**config.mk**
```make
export PLATFORM = sky130hd
export DESIGN_NAME = rr_channel_recorder
export DESIGN_NICKNAME = d
export VERILOG_FILES = /design/src/rr_pkg.sv /design/src/rr_channel_recorder.sv
export VERILOG_INCLUDE_DIRS = /design/src
export SDC_FILE = /design/constraint.sdc
export NUM_CORES = 1
export LEC_CHECK = 0
export ABC_CLOCK_PERIOD_IN_PS = 1950
export BUFFER_PORTS_ARGS = -buffer_cell sky130_fd_sc_hd__buf_2
export CAP_MARGIN = 30
export CORE_MARGIN = 1.5
export CORE_UTILIZATION = 31
export DETAILED_ROUTE_END_ITERATION = 8
export PLACE_DENSITY = 0.47
export SLEW_MARGIN = 20
export SYNTH_ARGS = -nofsm -noshare
export SYNTH_HDL_FRONTEND = slang
export SYNTH_SLANG_ARGS = --single-unit
```
**constraint.sdc**
```tcl
create_clock -name clk -period 1.95 [get_ports clk]
set_input_delay 0.2925 -clock clk [delete_from_list [all_inputs] [get_ports clk]]
set_output_delay 0.2925 -clock clk [all_outputs]
set_load 0.03 [all_outputs]
```
**src/rr_wrapper_settings.svh**
```systemverilog
`ifndef RR_WRAPPER_SETTINGS_SVH
`define RR_WRAPPER_SETTINGS_SVH

//////////////////////////////////////////////////
// datapath sizes
//////////////////////////////////////////////////
// payload bits carried by one channel strobe
`define RR_DATA_W 16
// number of host-to-cl write channels
`define RR_NUM_CHAN 2
// id field of a log word, ids 2 and 3 name no channel
`define RR_CHAN_ID_W 2
// entries held by each recorder fifo
`define RR_FIFO_DEPTH 4
// fill level at which almost-full goes high
`define RR_ALMFUL_LVL 3

//////////////////////////////////////////////////
// control register map
//////////////////////////////////////////////////
`define RR_CSR_ADDR_W 2
`define RR_CSR_DATA_W 32
`define RR_CSR_MODE 2'd0
`define RR_CSR_STATE 2'd1
`define RR_CSR_COUNT 2'd2

`endif

```
**src/rr_pkg.sv**
```systemverilog
`include "rr_wrapper_settings.svh"

package rr_pkg;

  //////////////////////////////////////////////////
  // channel and log types
  //////////////////////////////////////////////////
  // one host-to-cl transaction, valid is the strobe
  typedef struct packed {
    logic                  valid;
    logic [`RR_DATA_W-1:0] data;
  } rr_chan_t;

  // one log entry, tagged with the channel it came from
  typedef struct packed {
    logic [`RR_CHAN_ID_W-1:0] chan;
    logic [`RR_DATA_W-1:0]    data;
  } rr_log_word_t;

  //////////////////////////////////////////////////
  // csr types
  //////////////////////////////////////////////////
  // record_en sits in bit 0, replay_en in bit 1
  typedef struct packed {
    logic replay_en;
    logic record_en;
  } rr_mode_t;

  // sticky error bits, ovf in [1:0] and bad_chan in bit 2
  typedef struct packed {
    logic                    bad_chan;
    logic [`RR_NUM_CHAN-1:0] ovf;
  } rr_oneoff_t;

  // live fifo levels
  typedef struct packed {
    logic [`RR_NUM_CHAN-1:0] almful;
  } rr_rt_t;

  // oneoff in the low bits, rt above it
  typedef struct packed {
    rr_rt_t     rt;
    rr_oneoff_t oneoff;
  } rr_state_t;

endpackage

```
**src/rr_channel_recorder.sv**
```systemverilog
`timescale 1ns/1ps
`include "rr_wrapper_settings.svh"

module rr_channel_recorder #(
  parameter int CHAN_ID = 0
) (
  input  logic                 clk,
  input  logic                 rstn,
  input  rr_pkg::rr_chan_t     i_cl_chan,
  input  logic                 i_record_en,
  input  logic                 i_pop,
  output rr_pkg::rr_log_word_t o_entry,
  output logic                 o_empty,
  output logic                 o_almful,
  output logic                 o_ovf
);

  localparam int DEPTH = `RR_FIFO_DEPTH;
  localparam int PTR_W = (DEPTH > 1) ? $clog2(DEPTH) : 1;
  localparam int CNT_W = $clog2(DEPTH + 1);
  localparam int ID_W  = `RR_CHAN_ID_W;

  // only the payload is stored, the tag is constant per instance
  logic [`RR_DATA_W-1:0] mem [DEPTH];
  logic [PTR_W-1:0]      wr_ptr_q;
  logic [PTR_W-1:0]      rd_ptr_q;
  logic [CNT_W-1:0]      count_q;
  logic                  push_req;
  logic                  full;
  logic                  push;
  logic                  pop;

  // every strobe seen by the cl is logged while recording
  assign push_req = i_cl_chan.valid && i_record_en;
  assign full     = (count_q == CNT_W'(DEPTH));
  assign push     = push_req && !full;
  assign pop      = i_pop && !o_empty;

  //////////////////////////////////////////////////
  // circular buffer
  //////////////////////////////////////////////////
  always_ff @(posedge clk) begin
    if (push) begin
      mem[wr_ptr_q] <= i_cl_chan.data;
    end
  end

  always_ff @(posedge clk) begin
    if (!rstn) begin
      wr_ptr_q <= '0;
      rd_ptr_q <= '0;
      count_q  <= '0;
    end else begin
      if (push) begin
        wr_ptr_q <= (wr_ptr_q == PTR_W'(DEPTH - 1)) ? '0 : wr_ptr_q + 1'b1;
      end
      if (pop) begin
        rd_ptr_q <= (rd_ptr_q == PTR_W'(DEPTH - 1)) ? '0 : rd_ptr_q + 1'b1;
      end
      // fill level moves only when exactly one side is active
      if (push && !pop) begin
        count_q <= count_q + 1'b1;
      end else if (pop && !push) begin
        count_q <= count_q - 1'b1;
      end
    end
  end

  // head of the fifo, tagged for the merger
  assign o_entry.chan = ID_W'(CHAN_ID);
  assign o_entry.data = mem[rd_ptr_q];

  assign o_empty  = (count_q == '0);
  assign o_almful = (count_q >= CNT_W'(`RR_ALMFUL_LVL));
  // the dropped strobe is flagged in the cycle it arrives
  assign o_ovf    = push_req && full;

endmodule

```
==> qor.txt <==
Largest area contributor in the netlist: edfxtp_1
Reg power frac: 0.445
Final ANT Viol Nets: 0
Slew Limit Fails: 0
Area grow syn2layout: 22.2%
Crit. End Element: register
Die area: 9800 sq um
Clk pwr share: 0.267
Drt first-iter violations: 49
Clock sinks: 73
Post-synth top flop: edfxtp_1
Worst hold path type: in -> reg
Worst stage delay on the critical path: 370 ps
PnR worst setup slack: 48.1 ps
Clock skew: 9.54 ps
First-pass GRT wire length: 7.82 mm
Yosys cell types: 28
GRT Resource Usage Total: 0.112
Fin. Hold Viols: 0
Tmin final: 1900 ps
Synth area leaders: edfxtp_1, mux4_2, dfxtp_1
Yosys warns: 0
Drt first pass iters: 4
Initial Util: 0.325
CTS tree: done
NetSw: 1.32 mW
Share of layout cells above drive strength 1: 0.437
Hpwl dp: 3.33 mm
# rows: 34
Net count reported at finish: 229
CP Launch Type: register
Initial antenna violation count: 0
Post-place setup slack: 12.7 ps
Status: finished, final reports clean
Ys async rst share: 0
Root buf cell: clkbuf_8
Crit path DAT: 2180 ps
Critical path fanouts, max: 6
Synth Area per Inst: 20.3 sq um
Comb pwr share: 0.289
PwrDens: 1230 nW/um^2
Share of the synthesized area in the top cell type: 0.673
Chip width: 99.0 um
Inst Count DP: 295
Worst path slowest cell: dfxtp_4
Internal power: 2.97 mW
Fmax: 0.526 GHz
Non-filler instance count after layout: 314
DR vias/cell: 4.58
DIE HEIGHT: 99.0 um
CTS H-tree lvls: 3
Final WL: 4.99 mm
Sequential fraction of the synthesis area: 0.736
CTS Buf Count: 9
CP cell instances: o31ai_4, ha_2, inv_1, fa_2, xor2_1, or3_1, a21boi_1
DRC errors left: 0
Number of global-route vias before repair: 1494
Largest net degree at the start of global routing: 17
Synthesis-stage register bit count: 73
Sw Ratio: 0.307
Tcrit/Tclk final: 0.975
# diodes: 0
Critical path class: reg -> reg
Peak VDD IR: 0.000450 V
Total gr overflow: 0
Number of synthesized flops with an enable pin: 64
Max Root-Sink Buffers: 2
Mapped cell area: 2860 sq um
RD Place Congestion: 0.652
Setup-failing EPs final: 0
Synth Instances: 141
Core area: 8810 sq um
I/O pins: 42
Worst EP required: 2230 ps
RSZ-0062 raised after global routing: true
Clk_lat worst skew: 340 ps
Filler cells: 791
Clock transition at path regs: 80 ps
PortBufs: 39
CTS Hold Bufs: 0
Leak: 1.24 nW
Max-Cap Viols: 0
Vias post-DR: 1438
Wire per inst: 15.9 um
-- area by class of cell --
type / instances / area [sq um] / area share
flip-flops and latches: 73 / 2110 / 0.605
multi-input cells: 59 / 687 / 0.197
repair buffers: 55 / 352 / 0.101
well taps: 108 / 135 / 0.0387
clock buffers: 9 / 124 / 0.0355
clock inverters: 7 / 68.8 / 0.0197
inverters: 3 / 11.3 / 0.00323
-- cell usage after synthesis (all sizes together) (2+ instances only) --
master   n
dfxtp    9
nand2    8
inv      3
mux4    16
o21ai    3
mux2i    3
and2     5
nor2     4
nand3    2
buf      6
ha       6
edfxtp  64
-- cell families (layout without fill, tap and decap cells) --
kind of cell | Yosys count | count (layout) | share of synthesized area
DFF | 73 | 73 | 0.736
and+or+nand+nor | 22 | 22 | 0.0363
muxes | 19 | 19 | 0.144
buffers and inverters | 10 | 74 | 0.0250
adders and majority gates | 7 | 7 | 0.0333
AOI/OAI and AO/OA | 7 | 7 | 0.0180
xor gates and xnor gates | 2 | 2 | 0.00613
other | 1 | 2 | 0.00131
-- layout by cell type, fill, tap and decap left out, drive strengths merged, types with 2 or more instances in the layout --
master  instances
dfxtp           9
nor2            4
clkbuf          9
inv             5
clkinv          4
conb            2
buf            55
o21ai           3
mux4           16
ha              6
mux2i           3
nand3           2
nand2           8
and2            5
edfxtp         64
-- stage by stage --
stage	hold slack, ps	util	TNS (ps)	instance area (sq um)	power, mW
2_1_floorplan	391	-	0	2880	2.81
3_3_place_gp	481	0.369	0	3250	3.05
3_5_place_dp	498	0.369	0	3250	3.09
4_1_cts	139	0.393	0	3460	4.28
6_report	157	0.396	0	3490	4.29
5_1_grt	129	0.396	-68.0	3490	4.51
-- worst max-delay path, delay by kind of cell (launching register included) --
kind                       cells  cell delay (ps)
AOI/OAI and AO/OA              2              390
xor gates and xnor gates       1              160
adders and majority gates      2              550
buffers and inverters          1               60
DFF                            1              370
and+or+nand+nor                1              310
-- worst paths after layout --
path                start          end  slack (ps)  cells after the start
max            count_q[1]   count_q[2]          50                      7
min          i_cl_chan[1]    mem[2][1]         160                      1
max reg2reg    count_q[1]   count_q[2]          50                      7
min reg2reg   wr_ptr_q[1]  wr_ptr_q[1]         510                      2
-- power by group through the flow --
stage / combinational [mW] / sequential, mW / clock [mW]
2_1_floorplan: 0.893 / 1.91 / 0
3_3_place_gp: 1.13 / 1.92 / 0
3_5_place_dp: 1.16 / 1.93 / 0
4_1_cts: 1.19 / 1.91 / 1.18
5_1_grt: 1.34 / 1.92 / 1.25
6_report: 1.24 / 1.91 / 1.14
-- layer usage --
layer / GRT usage / part of all wire
met5: 0 / 0
met4: 0.0363 / 0.014
met3: 0.0553 / 0.063
met2: 0.189 / 0.52
met1: 0.123 / 0.40
-- state kept, by name, indices dropped and copies added, names as in the netlist, named ones only --
register	cells
count_q	3
wr_ptr_q	2
mem	64
rd_ptr_q	2
-- timing repair --
| action | 4_1_cts | 5_1_grt |
|---|---|---|
| resized for setup | 5 | 17 |
| buffers inserted | 0 | 3 |
| pin swaps | 1 | 2 |
| endpoints found under the setup margin | 13 | 8 |
No activity file was read; power rests on OpenSTA's default activity.
