<file path="src/rr_wrapper_settings.svh">
`ifndef RR_WRAPPER_SETTINGS_SVH
`define RR_WRAPPER_SETTINGS_SVH

//////////////////////////////////////////////////
// datapath sizes
//////////////////////////////////////////////////
// payload bits carried by one channel strobe
`define RR_DATA_W 16
// number of host-to-cl write channels
`define RR_NUM_CHAN 2
// id field of a log word, ids 2 and 3 name no channel
`define RR_CHAN_ID_W 2
// entries held by each recorder fifo
`define RR_FIFO_DEPTH 4
// fill level at which almost-full goes high
`define RR_ALMFUL_LVL 3

//////////////////////////////////////////////////
// control register map
//////////////////////////////////////////////////
`define RR_CSR_ADDR_W 2
`define RR_CSR_DATA_W 32
`define RR_CSR_MODE 2'd0
`define RR_CSR_STATE 2'd1
`define RR_CSR_COUNT 2'd2

`endif

</file>
<file path="src/rr_pkg.sv">
`include "rr_wrapper_settings.svh"

package rr_pkg;

  //////////////////////////////////////////////////
  // channel and log types
  //////////////////////////////////////////////////
  // one host-to-cl transaction, valid is the strobe
  typedef struct packed {
    logic                  valid;
    logic [`RR_DATA_W-1:0] data;
  } rr_chan_t;

  // one log entry, tagged with the channel it came from
  typedef struct packed {
    logic [`RR_CHAN_ID_W-1:0] chan;
    logic [`RR_DATA_W-1:0]    data;
  } rr_log_word_t;

  //////////////////////////////////////////////////
  // csr types
  //////////////////////////////////////////////////
  // record_en sits in bit 0, replay_en in bit 1
  typedef struct packed {
    logic replay_en;
    logic record_en;
  } rr_mode_t;

  // sticky error bits, ovf in [1:0] and bad_chan in bit 2
  typedef struct packed {
    logic                    bad_chan;
    logic [`RR_NUM_CHAN-1:0] ovf;
  } rr_oneoff_t;

  // live fifo levels
  typedef struct packed {
    logic [`RR_NUM_CHAN-1:0] almful;
  } rr_rt_t;

  // oneoff in the low bits, rt above it
  typedef struct packed {
    rr_rt_t     rt;
    rr_oneoff_t oneoff;
  } rr_state_t;

endpackage

</file>
<file path="src/rr_csrs.sv">
`timescale 1ns/1ps
`include "rr_wrapper_settings.svh"

module rr_csrs (
  input  logic                      clk,
  input  logic                      rstn,
  input  logic                      i_csr_wr,
  input  logic [`RR_CSR_ADDR_W-1:0] i_csr_addr,
  input  logic [`RR_CSR_DATA_W-1:0] i_csr_wdata,
  input  logic [`RR_NUM_CHAN-1:0]   i_ovf,
  input  logic [`RR_NUM_CHAN-1:0]   i_almful,
  input  logic                      i_bad_chan,
  input  logic                      i_log_xfer,
  output logic [`RR_CSR_DATA_W-1:0] o_csr_rdata,
  output rr_pkg::rr_mode_t          o_mode
);

  localparam int DATA_W   = `RR_CSR_DATA_W;
  localparam int MODE_W   = $bits(rr_pkg::rr_mode_t);
  localparam int STATE_W  = $bits(rr_pkg::rr_state_t);
  localparam int ONEOFF_W = $bits(rr_pkg::rr_oneoff_t);

  rr_pkg::rr_mode_t   mode_q;
  rr_pkg::rr_state_t  state_q;
  rr_pkg::rr_oneoff_t oneoff_in;
  rr_pkg::rr_oneoff_t oneoff_clr;
  logic [DATA_W-1:0]  count_q;
  logic [DATA_W-1:0]  rdata_q;
  logic               wr_mode;
  logic               wr_state;

  // write decode
  assign wr_mode  = i_csr_wr && (i_csr_addr == `RR_CSR_MODE);
  assign wr_state = i_csr_wr && (i_csr_addr == `RR_CSR_STATE);

  // error events collected from the datapath this cycle
  assign oneoff_in.ovf      = i_ovf;
  assign oneoff_in.bad_chan = i_bad_chan;

  // ones written to the state word clear the matching sticky bits
  assign oneoff_clr = wr_state ? rr_pkg::rr_oneoff_t'(i_csr_wdata[ONEOFF_W-1:0]) : '0;

  //////////////////////////////////////////////////
  // mode register
  //////////////////////////////////////////////////
  always_ff @(posedge clk) begin
    if (!rstn) begin
      mode_q <= '0;
    end else if (wr_mode) begin
      mode_q <= rr_pkg::rr_mode_t'(i_csr_wdata[MODE_W-1:0]);
    end
  end

  assign o_mode = mode_q;

  //////////////////////////////////////////////////
  // state register
  //////////////////////////////////////////////////
  always_ff @(posedge clk) begin
    if (!rstn) begin
      state_q <= '0;
    end else begin
      // a new event wins over a clear in the same cycle
      state_q.oneoff <= (state_q.oneoff & ~oneoff_clr) | oneoff_in;
      // real-time part just tracks the fifos
      state_q.rt.almful <= i_almful;
    end
  end

  // log words handed to the outgoing stream
  always_ff @(posedge clk) begin
    if (!rstn) begin
      count_q <= '0;
    end else if (i_log_xfer) begin
      count_q <= count_q + 1'b1;
    end
  end

  //////////////////////////////////////////////////
  // read port
  //////////////////////////////////////////////////
  // data returns one cycle after the address
  always_ff @(posedge clk) begin
    if (!rstn) begin
      rdata_q <= '0;
    end else begin
      case (i_csr_addr)
        `RR_CSR_MODE:  rdata_q <= {{(DATA_W-MODE_W){1'b0}}, mode_q};
        `RR_CSR_STATE: rdata_q <= {{(DATA_W-STATE_W){1'b0}}, state_q};
        `RR_CSR_COUNT: rdata_q <= count_q;
        default:       rdata_q <= '0;
      endcase
    end
  end

  assign o_csr_rdata = rdata_q;

endmodule

</file>
<file path="config.mk">
export PLATFORM = sky130hd
export DESIGN_NAME = rr_csrs
export DESIGN_NICKNAME = d
export VERILOG_FILES = /design/src/rr_pkg.sv /design/src/rr_csrs.sv
export VERILOG_INCLUDE_DIRS = /design/src
export SDC_FILE = /design/constraint.sdc
export NUM_CORES = 1
export LEC_CHECK = 0
export ABC_AREA = 1
export BUFFER_PORTS_ARGS = -buffer_cell sky130_fd_sc_hd__buf_2
export CAP_MARGIN = 20
export CORE_ASPECT_RATIO = 0.8
export CORE_MARGIN = 2
export CORE_UTILIZATION = 56
export DETAILED_ROUTE_END_ITERATION = 8
export PLACE_DENSITY = 0.95
export SYNTH_ARGS = -nofsm -noshare
export SYNTH_HDL_FRONTEND = slang
export SYNTH_SLANG_ARGS = --single-unit
</file>
<file path="constraint.sdc">
create_clock -name clk -period 2.05 [get_ports clk]
set_input_delay 0.205 -clock clk [delete_from_list [all_inputs] [get_ports clk]]
set_output_delay 0.205 -clock clk [all_outputs]
set_load 0.01 [all_outputs]
</file>
==> flow_summary.yaml <==
power_and_ir_drop:
  p_leak_uw: 0.00149
  peakVddDrop_uv: 593
  p_per_area_nw_per_um2: 738
cells_and_area:
  final_layout_size_suffix_gt1_frac: 0.169
  utilization: 0.671
  layout.nets: 498
  syn2layout_area_growth_pct: 15.6
  antenna_cells: 0
  final_cell_area_sq_um: 3380
routing:
  first_pass_iters: 6
  drt_iter0_drc: 318
  antenna_left: 0
  wl_per_cell_microns: 12.8
  drt-total-wl_microns: 6640
  avgViaCountPerCell: 5.29
  route.detailed.drc: 0
  route.vias.total: 2739
sta:
  layout_min_cycle_time_ns: 1.53
  drv_slew: 0
  max_freq_mhz: 651
  fin_ws_ns: 0.515
  fin_skew_ns: 0.0104
  period_share: 0.749
  tightest_slew_ns: 0.496
  setup_viol: 0
  slew_headroom: 0.668
  setup_tns_ns: 0
  rsz0062_at_grt: "no"
  hold_viol: 0
global_routing:
  grt_pass1_vias: 2454
  gr-total-overflow: 0
  antenna_found_initial: 0
  grt_pass1_wl_microns: 10700
  grt_max_degree: 37
  grtUsageTotal: 0.236
synthesis:
  synth-seq-cells: 71
  synth_top_area_share: 0.486
  avgSynthCellArea_sq_um: 7.24
  synthTopCellsByCount: "nand2_1, dfxtp_1, nor2_1"
  yosys_warnings: 0
  synth_top_area_cell: "dfxtp_1"
  synth.distinct_cells: 26
  synthArstFlopShare: 0
  synthesis.area_sq_um: 2930
  syn-num-nets: 448
  ys.flop_type: "dfxtp_1"
  synth.most_common_cell: "nand2_1"
  synthCells: 404
  ys_seq_area_frac: 0.486
  synth_edf_count: 0
  synthTopCellsByArea: "dfxtp_1, nand2_1, nor2_1"
clock_network:
  clock_latency_ns: 0.34
  hold_buffers: 0
  cts_tree: "yes"
  htree_levels: 3
  cts_buffers: 9
  path_clk_slew_ns: 0.07
  cts_root_buf: "clkbuf_8"
  clock_path_buffers: 2
  cts_setup_buffers: 0
  post_cts_resized: 0
  cts.sinks: 71
critical_path:
  startpoint: "count_q[0]"
  endpoint_kind: "flip-flop"
  r2r-end: "count_q[22]"
  start_kind: "flip-flop"
  r2r-start: "count_q[0]"
  path_max_fanout: 7
  rrSetupSlack_ns: 0.52
  crit_path_end: "count_q[22]"
  ff2ff_path_depth: 10
  crit_arrival_ns: 1.76
  cp.required_ns: 2.28
  path_class: "reg2reg"
die:
  io_pins: 77
  fp-row-count: 23
  die_area_sq_um: 5820
  die_width_microns: 84.8
  initial_utilization: 0.581
  die_h_microns: 68.6
  core_sq_um: 5040
placement:
  place_area_sq_um: 3210
  portBuffers: 47
  gp_congestion: 0.897
  dp_slack_ns: 0.573
  dpl.hpwl_microns: 4630
flow_run:
  cap_violations: 0
worst_hold_path:
  min_path_type: "in2reg"
  min_path_cells: 3
outcome:
  status: "complete, no violations"
## power by group
group	leakage [uW]	switching, uW	internal (uW)
logic	0.000829	70.4	33.7
registers	0.000574	9.54	1390
clock network	0.0000902	472	516
total	0.00149	552	1940
## logic make-up (layout without fill, tap and decap cells)
logic type                 after synthesis  in the layout  share of synthesized area
AOI/OAI and AO/OA                       44             44                     0.0778
adders and majority gates                1              1                    0.00428
buffers and inverters                   67            119                     0.0877
DFF                                     71             71                      0.486
and+or+nand+nor                        221            221                      0.344
## sequential cells by signal, indices dropped and copies added (netlist names)
register	cells
count_q	32
o_csr_rdata	32
o_mode	2
state_q	5
## worst max-delay path: stages (launching register included)
cell and delay, ns:
dfxtp_1 0.39, ha_1 0.19, nand2_2 0.10, nor2_8 0.18, nand2_4 0.08, inv_1 0.05
nand2_1 0.09, nor2_1 0.17, nand2_1 0.07, nand2_1 0.06, nor2_1 0.05
## per-layer routing
layer	up-vias	share of wire	track usage
met4	0	0.025	0.109
met2	139	0.46	0.419
li1	1379	-	-
met5	-	0	0
met1	1197	0.43	0.274
met3	24	0.085	0.0595
## area by class of cell
| cell class | count | area [sq um] |
|---|---|---|
| fillers | 418 | 1660 |
| inverters | 57 | 214 |
| clock inverters | 1 | 5.00 |
| flip-flops and latches | 71 | 1420 |
| well taps | 62 | 77.6 |
| clock buffers | 12 | 165 |
| repair buffers | 49 | 250 |
| multi-input cells | 266 | 1250 |
## through the flow
| step | std cells | power [uW] | hold slack, ns |
|---|---|---|---|
| floorplan | 404 | 1500 | 0.303 |
| global placement | 505 | 1530 | 0.387 |
| detailed placement | 505 | 1540 | 0.406 |
| CTS | 518 | 2510 | 0.0470 |
| global route | 518 | 2570 | 0.0726 |
| finish | 518 | 2500 | 0.0615 |
## worst min path at each step
| stage | start | to | slack [ns] |
|---|---|---|---|
| 5_1_grt | i_almful[1] | state_q[4] | 0.07 |
| 3_5_place_dp | i_almful[1] | state_q[4] | 0.41 |
| 2_1_floorplan | i_almful[0] | state_q[3] | 0.30 |
| 6_report | i_almful[1] | state_q[4] | 0.06 |
| 3_3_place_gp | i_almful[1] | state_q[4] | 0.39 |
| 4_1_cts | i_almful[1] | state_q[4] | 0.05 |
## cell usage in the layout (no fill, tap or decap), drive strengths merged, types with 12 or more instances in the layout
| cell type | count |
|---|---|
| a21oi | 25 |
| buf | 49 |
| clkbuf | 12 |
| dfxtp | 71 |
| inv | 56 |
| nand2 | 90 |
| nand3 | 20 |
| nand4 | 12 |
| nor2 | 67 |
| nor3 | 30 |
| o21ai | 16 |
Power figures use the tool's default switching activity.
