--- src/rr_wrapper_settings.svh ---
`ifndef RR_WRAPPER_SETTINGS_SVH
`define RR_WRAPPER_SETTINGS_SVH

//////////////////////////////////////////////////
// datapath sizes
//////////////////////////////////////////////////
// payload bits carried by one channel strobe
`define RR_DATA_W 16
// number of host-to-cl write channels
`define RR_NUM_CHAN 2
// id field of a log word, ids 2 and 3 name no channel
`define RR_CHAN_ID_W 2
// entries held by each recorder fifo
`define RR_FIFO_DEPTH 4
// fill level at which almost-full goes high
`define RR_ALMFUL_LVL 3

//////////////////////////////////////////////////
// control register map
//////////////////////////////////////////////////
`define RR_CSR_ADDR_W 2
`define RR_CSR_DATA_W 32
`define RR_CSR_MODE 2'd0
`define RR_CSR_STATE 2'd1
`define RR_CSR_COUNT 2'd2

`endif

--- src/rr_pkg.sv ---
`include "rr_wrapper_settings.svh"

package rr_pkg;

  //////////////////////////////////////////////////
  // channel and log types
  //////////////////////////////////////////////////
  // one host-to-cl transaction, valid is the strobe
  typedef struct packed {
    logic                  valid;
    logic [`RR_DATA_W-1:0] data;
  } rr_chan_t;

  // one log entry, tagged with the channel it came from
  typedef struct packed {
    logic [`RR_CHAN_ID_W-1:0] chan;
    logic [`RR_DATA_W-1:0]    data;
  } rr_log_word_t;

  //////////////////////////////////////////////////
  // csr types
  //////////////////////////////////////////////////
  // record_en sits in bit 0, replay_en in bit 1
  typedef struct packed {
    logic replay_en;
    logic record_en;
  } rr_mode_t;

  // sticky error bits, ovf in [1:0] and bad_chan in bit 2
  typedef struct packed {
    logic                    bad_chan;
    logic [`RR_NUM_CHAN-1:0] ovf;
  } rr_oneoff_t;

  // live fifo levels
  typedef struct packed {
    logic [`RR_NUM_CHAN-1:0] almful;
  } rr_rt_t;

  // oneoff in the low bits, rt above it
  typedef struct packed {
    rr_rt_t     rt;
    rr_oneoff_t oneoff;
  } rr_state_t;

endpackage

--- src/rr_replay_decoder.sv ---
`timescale 1ns/1ps
`include "rr_wrapper_settings.svh"

module rr_replay_decoder (
  input  logic                 clk,
  input  logic                 rstn,
  input  rr_pkg::rr_chan_t     i_sh_chan [`RR_NUM_CHAN],
  input  logic                 i_replay_en,
  input  logic                 i_rply_valid,
  input  rr_pkg::rr_log_word_t i_rply_word,
  output logic                 o_rply_ready,
  output rr_pkg::rr_chan_t     o_cl_chan [`RR_NUM_CHAN],
  output logic                 o_bad_chan
);

  localparam int N = `RR_NUM_CHAN;

  logic [N-1:0]          valid_q;
  logic [`RR_DATA_W-1:0] data_q [N];
  rr_pkg::rr_chan_t      nxt [N];
  logic                  rply_fire;
  logic                  bad_id;

  // replay words are taken every cycle while replaying
  assign o_rply_ready = i_replay_en;
  assign rply_fire    = i_rply_valid && i_replay_en;

  // ids past the last channel name nothing
  assign bad_id     = (int'(i_rply_word.chan) >= N);
  assign o_bad_chan = rply_fire && bad_id;

  //////////////////////////////////////////////////
  // source select
  //////////////////////////////////////////////////
  // in replay the shell side is ignored entirely
  always_comb begin
    for (int c = 0; c < N; c++) begin
      if (i_replay_en) begin
        nxt[c].valid = rply_fire && (int'(i_rply_word.chan) == c);
        nxt[c].data  = i_rply_word.data;
      end else begin
        nxt[c] = i_sh_chan[c];
      end
    end
  end

  //////////////////////////////////////////////////
  // register stage toward the cl
  //////////////////////////////////////////////////
  always_ff @(posedge clk) begin
    if (!rstn) begin
      valid_q <= '0;
    end else begin
      for (int c = 0; c < N; c++) begin
        valid_q[c] <= nxt[c].valid;
      end
    end
  end

  always_ff @(posedge clk) begin
    for (int c = 0; c < N; c++) begin
      data_q[c] <= nxt[c].data;
    end
  end

  for (genvar g = 0; g < N; g++) begin : g_cl_out
    assign o_cl_chan[g].valid = valid_q[g];
    assign o_cl_chan[g].data  = data_q[g];
  end

endmodule

--- config.mk ---
export PLATFORM = sky130hd
export DESIGN_NAME = rr_replay_decoder
export DESIGN_NICKNAME = d
export VERILOG_FILES = /design/src/rr_pkg.sv /design/src/rr_replay_decoder.sv
export VERILOG_INCLUDE_DIRS = /design/src
export SDC_FILE = /design/constraint.sdc
export NUM_CORES = 1
export LEC_CHECK = 0
export ABC_AREA = 0
export BUFFER_PORTS_ARGS = -buffer_cell sky130_fd_sc_hd__buf_4
export CAP_MARGIN = 25
export CORE_ASPECT_RATIO = 0.8
export CORE_UTILIZATION = 35
export CTS_BUF_LIST = sky130_fd_sc_hd__clkbuf_4
export CTS_CLUSTER_SIZE = 24
export DETAILED_ROUTE_END_ITERATION = 8
export HOLD_SLACK_MARGIN = 0.12
export PLACE_DENSITY_LB_ADDON = 0.25
export SLEW_MARGIN = 20
export SYNTH_ARGS = -nofsm -noshare
export SYNTH_HDL_FRONTEND = slang
export SYNTH_SLANG_ARGS = --single-unit
--- constraint.sdc ---
create_clock -name clk -period 0.8 [get_ports clk]
set_input_delay 0.08 -clock clk [delete_from_list [all_inputs] [get_ports clk]]
set_output_delay 0.08 -clock clk [all_outputs]
set_load 0.03 [all_outputs]
==> results of run 1 <==
## cell families (layout without fill, tap and decap cells)
family	count (synthesis)	in the layout	synth area share [%]
AOI/OAI and AO/OA	34	34	15.4
and+or+nand+nor	21	21	10.0
DFF	34	34	58.7
buffers and inverters	39	187	15.8
## flip-flops by register name, indices dropped and copies added (netlist names)
signal,cells
data_q,32
valid_q,2
## Yosys cell counts (all sizes together)
library cell  count
nand2b            1
buf               5
inv              32
and3              1
and4bb            1
o21a              1
clkbuf            2
o21ai            32
nand4b            1
dfxtp            34
and2b             1
a21boi            1
nand2            16
## through the flow
step	TNS, ns	hold slack, ns
2_1_floorplan	0	0.197
3_3_place_gp	0	0.296
3_5_place_dp	0	0.295
4_1_cts	-2.62	0.120
5_1_grt	-3.44	0.121
6_report	-2.28	0.123
## routing by layer
layer | wire, um | vias up | GRT usage [%] | part of all wire [%]
li1 | - | 682 | - | -
met1 | 1400 | 598 | 20.7 | 34
met2 | 2410 | 56 | 52.6 | 58
met3 | 269 | 11 | 7.76 | 6.5
met4 | 76 | 0 | 10.3 | 1.8
met5 | 0 | - | 0 | 0
## path summary, 6_finish.rpt
check	slack (ns)	endpoint	cells past startpoint
setup / recovery	-0.08	o_cl_chan[4]	1
hold / removal	0.12	valid_q[1]$_SDFF_PN0_	3
## where the power goes
part | internal, mW | leakage, nW | switching [mW]
Sequential | 1.85 | 0.289 | 0.0605
Clock | 0.364 | 0.0331 | 0.546
Combinational | 0.667 | 1.02 | 0.541
## cell usage in the layout, fill, tap and decap left out, types with 2 or more instances in the layout
master | netlist | final
inv_1 | 32 | 32
nand2_1 | 16 | 16
dfxtp_2 | 0 | 34
dlygate4sd3_1 | 0 | 54
buf_6 | 2 | 34
o21ai_0 | 32 | 32
clkbuf_4 | 0 | 6
buf_12 | 0 | 2
buf_4 | 2 | 57
## repair_timing
action / 4_1_cts / 5_1_grt
endpoints found under the hold margin: 34 / 1
setup endpoints to repair: 34 / 35
hold buffers: 54 / 1
setup buffers: 0 / 0
resized for setup: 68 / 0
## final cells by class
type,instances,area [um^2]
multi-input combinational,55,295
fill,186,497
clock buffer,6,45.0
clock inverter,2,8.76
inverter,32,120
sequential,34,723
timing repair buffer,147,1390
tap,40,50.0
==> reports/metrics.cfg, run 1 <==
[run_status]
outcome = complete, but fails checks
violations = setup timing

[logic_synthesis]
syn-num-nets = 184
netlist_area_um2 = 1160
synth-seq-cells = 34
yosysUniqueCellTypes = 15
synth_top_area_cell = dfxtp_1
synth_cells = 128
synth_top_area_share_pct = 58.7
syn_avg_cell_area_um2 = 9.05
ys_seq_area_share_pct = 58.7
netlist_top_cells_area = dfxtp_1 (59%), o21ai_0 (14%), inv_1 (10%), nand2_1 (5.2%), nand4b_4 (2.1%)
ys_warn_count = 0

[route]
wl_per_cell_um = 13.2
ant_nets = 0
drtIter0Drc = 24
firstDrtPassIters = 4
vias_per_cell = 4.26
wl_um = 4160
drc_errors = 0
via_count = 1347

[clock_network]
cts_tree = yes
clock_path_buffers = 2
numCtsBuffers = 5
cts_root_buffer = clkbuf_4
clock-sinks = 34
htree_levels = 2
clkSlewWorstSetupHoldPaths_ns = 0.10

[power]
ir_drop_mv = 1.11
finalPower_mw = 4.03
power_density_nw_per_um2 = 1530
leakagePower_nw = 1.34

[finish]
layout-drive-gt1-share_pct = 49.3
syn2layout_area_growth_pct = 127
fin_util_pct = 84.1
nets = 331
layoutNonFillerInstCount = 316
postLayoutCellArea_um2 = 2630
diodes = 0

[worst_setup_path]
crit_start = data_q[0][20]$_DFF_P_
cp_data_arrival_time_ns = 0.80
worst-path-buf-inv = 1
critical_path_class = reg2out
cp_slowest_stage_delay_ns = 0.35
crit_path_end_kind = output pin
required_ns = 0.72
cp_max_fo = 1
path_cells = buf_6
cpMaxStageDelayCell = dfxtp_2
critPathTopFamily = flip-flops
start_kind = flip-flop

[floorplanning]
die_y_um = 53.5
start_util_pct = 37.0
io_pins = 92
die-area_um2 = 3550
die_w_um = 66.3
std_cell_rows = 18
core-area_um2 = 3130

[placed_design]
pre_cts_ws_ns = 0.102
hpwl_um = 1990
placed_cell_area_um2 = 1870
place_inst = 254
place_congestion = 0.665
io_buffers = 91

[sta]
drv_slew = 0
worst_slack_ns = -0.0814
finalHoldViolCount = 0
post-route-period-util_pct = 110
rsz0062_at_grt = true
period_minus_slack_ns = 0.881
worst_pin_slew_ns = 0.224
setup_viol = 34
slew_headroom_pct = 84.9
fmax_mhz = 1130

[min_path]
worstHoldStart = i_replay_en
hp-class = in2reg

[grt]
grt_max_degree = 29
antenna_found_initial = 0
grt_pass1_vias = 1407
grt_overflow = 0
grt_usage_pct = 24.7
grt_pass1_wl_um = 6130

[flow_run]
drv_cap = 0

Power figures use the tool's default switching activity.
==> run 2: changes to the inputs <==
--- a/config.mk
+++ b/config.mk
@@ -6,7 +6,6 @@
 export SDC_FILE = /design/constraint.sdc
 export NUM_CORES = 1
 export LEC_CHECK = 0
-export ABC_AREA = 0
 export BUFFER_PORTS_ARGS = -buffer_cell sky130_fd_sc_hd__buf_4
 export CAP_MARGIN = 25
 export CORE_ASPECT_RATIO = 0.8
@@ -16,6 +15,7 @@
 export DETAILED_ROUTE_END_ITERATION = 8
 export HOLD_SLACK_MARGIN = 0.12
 export PLACE_DENSITY_LB_ADDON = 0.25
+export RECOVER_POWER = 25
 export SLEW_MARGIN = 20
 export SYNTH_ARGS = -nofsm -noshare
 export SYNTH_HDL_FRONTEND = slang
==> run 2 against run 1 <==
- the run still ends with setup timing left
- global-route usage is the same
- wire length down 0.41%
- fmax up 0.11%
- sequential power is essentially flat
- via count is 0.37% lower
- critical endpoint unchanged
- highest routed layer unchanged
==> reports/metrics.cfg, run 2 (synthesized netlist as in run 1, its figures left out) <==
[run_status]
outcome = complete, but fails checks
violations = setup timing

[power]
power_density_nw_per_um2 = 1530  ; +0.15%
leakagePower_nw = 1.33  ; -0.38%
finalPower_mw = 4.02  ; -0.28%
p_seq_share_pct = 47.6  ; about the same
p_int_mw = 2.88  ; -0.26%
share_clk_of_total_power_pct = 22.6  ; about the same
ir_drop_mv = 1.10  ; -0.41%
switching_power_mw = 1.14  ; -0.33%
netSwitchingFraction_pct = 28.5  ; about the same
combPwrFrac_pct = 29.8  ; -0.2 points

[sta]
rsz0062_at_grt = true
period_minus_slack_ns = 0.880  ; -0.000981 ns
timing.hold.ws_ns = 0.111  ; -0.0121 ns
worst_pin_slew_ns = 0.227  ; +0.00296 ns
worst_slack_ns = -0.0804  ; +0.000981 ns
post-route-period-util_pct = 110  ; -0.12 points
finalHoldViolCount = 0  ; unchanged
setup-tns-final_ns = -2.26  ; +0.0122 ns
setup_viol = 34  ; unchanged
slew_headroom_pct = 84.7  ; -0.20 points
fmax_mhz = 1140  ; +0.11%
drv_slew = 0  ; unchanged

[clock_network]
clock-sinks = 34  ; unchanged
cts_tree = yes
htree_levels = 2  ; unchanged
post_cts_buffers = 0  ; unchanged
clock_path_buffers = 2  ; unchanged
cts_root_buffer = clkbuf_4
clkSlewWorstSetupHoldPaths_ns = 0.10  ; about the same
numCtsBuffers = 5  ; unchanged

[finish]
diodes = 0  ; unchanged
seq_area_um2 = 723  ; unchanged
final_cell_mix = dlygate4sd3_1 (54), buf_4 (51), buf_6 (35)
reg.largest.list = data_q (32), valid_q (2)
layoutNonFillerInstCount = 316  ; unchanged
mostFrequentLayoutCell = dlygate4sd3_1
nFillCells = 189  ; +1.6%
layout-drive-gt1-share_pct = 49.3  ; unchanged
nets = 331  ; unchanged
multi_input_area_um2 = 295  ; unchanged
largest_reg_flops = 32  ; unchanged
syn2layout_area_growth_pct = 126
largest_register = data_q

[floorplanning]
core-area_um2 = 3130  ; unchanged
io_pins = 92  ; unchanged
die-area_um2 = 3550  ; unchanged
die_y_um = 53.5  ; unchanged
start_util_pct = 37.0  ; unchanged
std_cell_rows = 18  ; unchanged
die_w_um = 66.3  ; unchanged

[worst_setup_path]
worst-path-buf-inv = 1  ; unchanged
critical_path_class = reg2out
critPathTopFamily = flip-flops
cp_data_arrival_time_ns = 0.80  ; about the same
path_cells = buf_6
cpMaxStageDelayCell = dfxtp_2
cp_slowest_stage_delay_ns = 0.34  ; about the same
start_kind = flip-flop
crit_path_end_kind = output pin
cp_max_fo = 1  ; unchanged
required_ns = 0.72  ; about the same

[placed_design]
hpwl_um = 1990  ; unchanged
io_buffers = 91  ; unchanged
pre_cts_ws_ns = 0.102  ; unchanged
place_inst = 254  ; unchanged
place_congestion = 0.665  ; unchanged

[route]
wl_per_cell_um = 13.1  ; -0.41%
drc_errors = 0  ; unchanged
ant_nets = 0  ; unchanged
drtIter0Drc = 33  ; +38%
firstDrtPassIters = 4  ; unchanged
wl_um = 4140  ; -0.41%
vias_per_cell = 4.25  ; -0.37%
via_count = 1342  ; -0.37%

[grt]
antenna_found_initial = 0  ; unchanged
grt_pass1_wl_um = 6130  ; unchanged
grt_overflow = 0  ; unchanged
grt_usage_pct = 24.7  ; unchanged
grt_max_degree = 29  ; unchanged
grt_pass1_vias = 1407  ; unchanged

[flow_run]
drv_cap = 0  ; unchanged

[min_path]
hp-class = in2reg

==> run 2: worst paths after layout <==
path	start	to	slack, ns	depth (start not counted)
worst max-delay path	data_q[0][20]$_DFF_P_	o_cl_chan[4]	-0.08	1
worst min-delay path	i_replay_en	valid_q[1]$_SDFF_PN0_	0.11	3
==> run 2: routing by layer <==
layer	up-vias	share of wire [%]	global-route usage [%]
met2	54	58	52.6
met1	595	34	20.7
li1	682	-	-
met4	0	1.8	10.3
met3	11	6.4	7.76
met5	-	0	0
==> run 2: power by group through the flow <==
stage / clock network, mW / logic (mW) / registers (mW)
finish: 0.909 / 1.20 / 1.91
global route: 0.996 / 1.27 / 1.93
CTS: 0.931 / 1.18 / 1.91
detailed placement: 0 / 0.886 / 1.90
global placement: 0 / 0.878 / 1.90
floorplan: 0 / 0.167 / 2.17
==> run 2: layout make-up <==
class	count	share of cell area (%)
Clock buffer	6	1.72
Clock inverter	2	0.334
Inverter	32	4.58
Multi-Input combinational cell	55	11.3
Sequential cell	34	27.6
Tap cell	40	1.91
Timing Repair Buffer	147	52.6
==> run 2: metrics by stage <==
stage	utilization [%]	instance area (um^2)
final	83.8	2620
after global routing	83.8	2620
after CTS	84.1	2630
after detailed placement	59.7	1870
after global placement	59.7	1870
after floorplan	-	1160
==> run 2: what timing repair did <==
action	CTS	global route
hold endpoints to repair	34	1
hold buffers	54	1
gates resized for setup	68	0
setup endpoints to repair	34	35
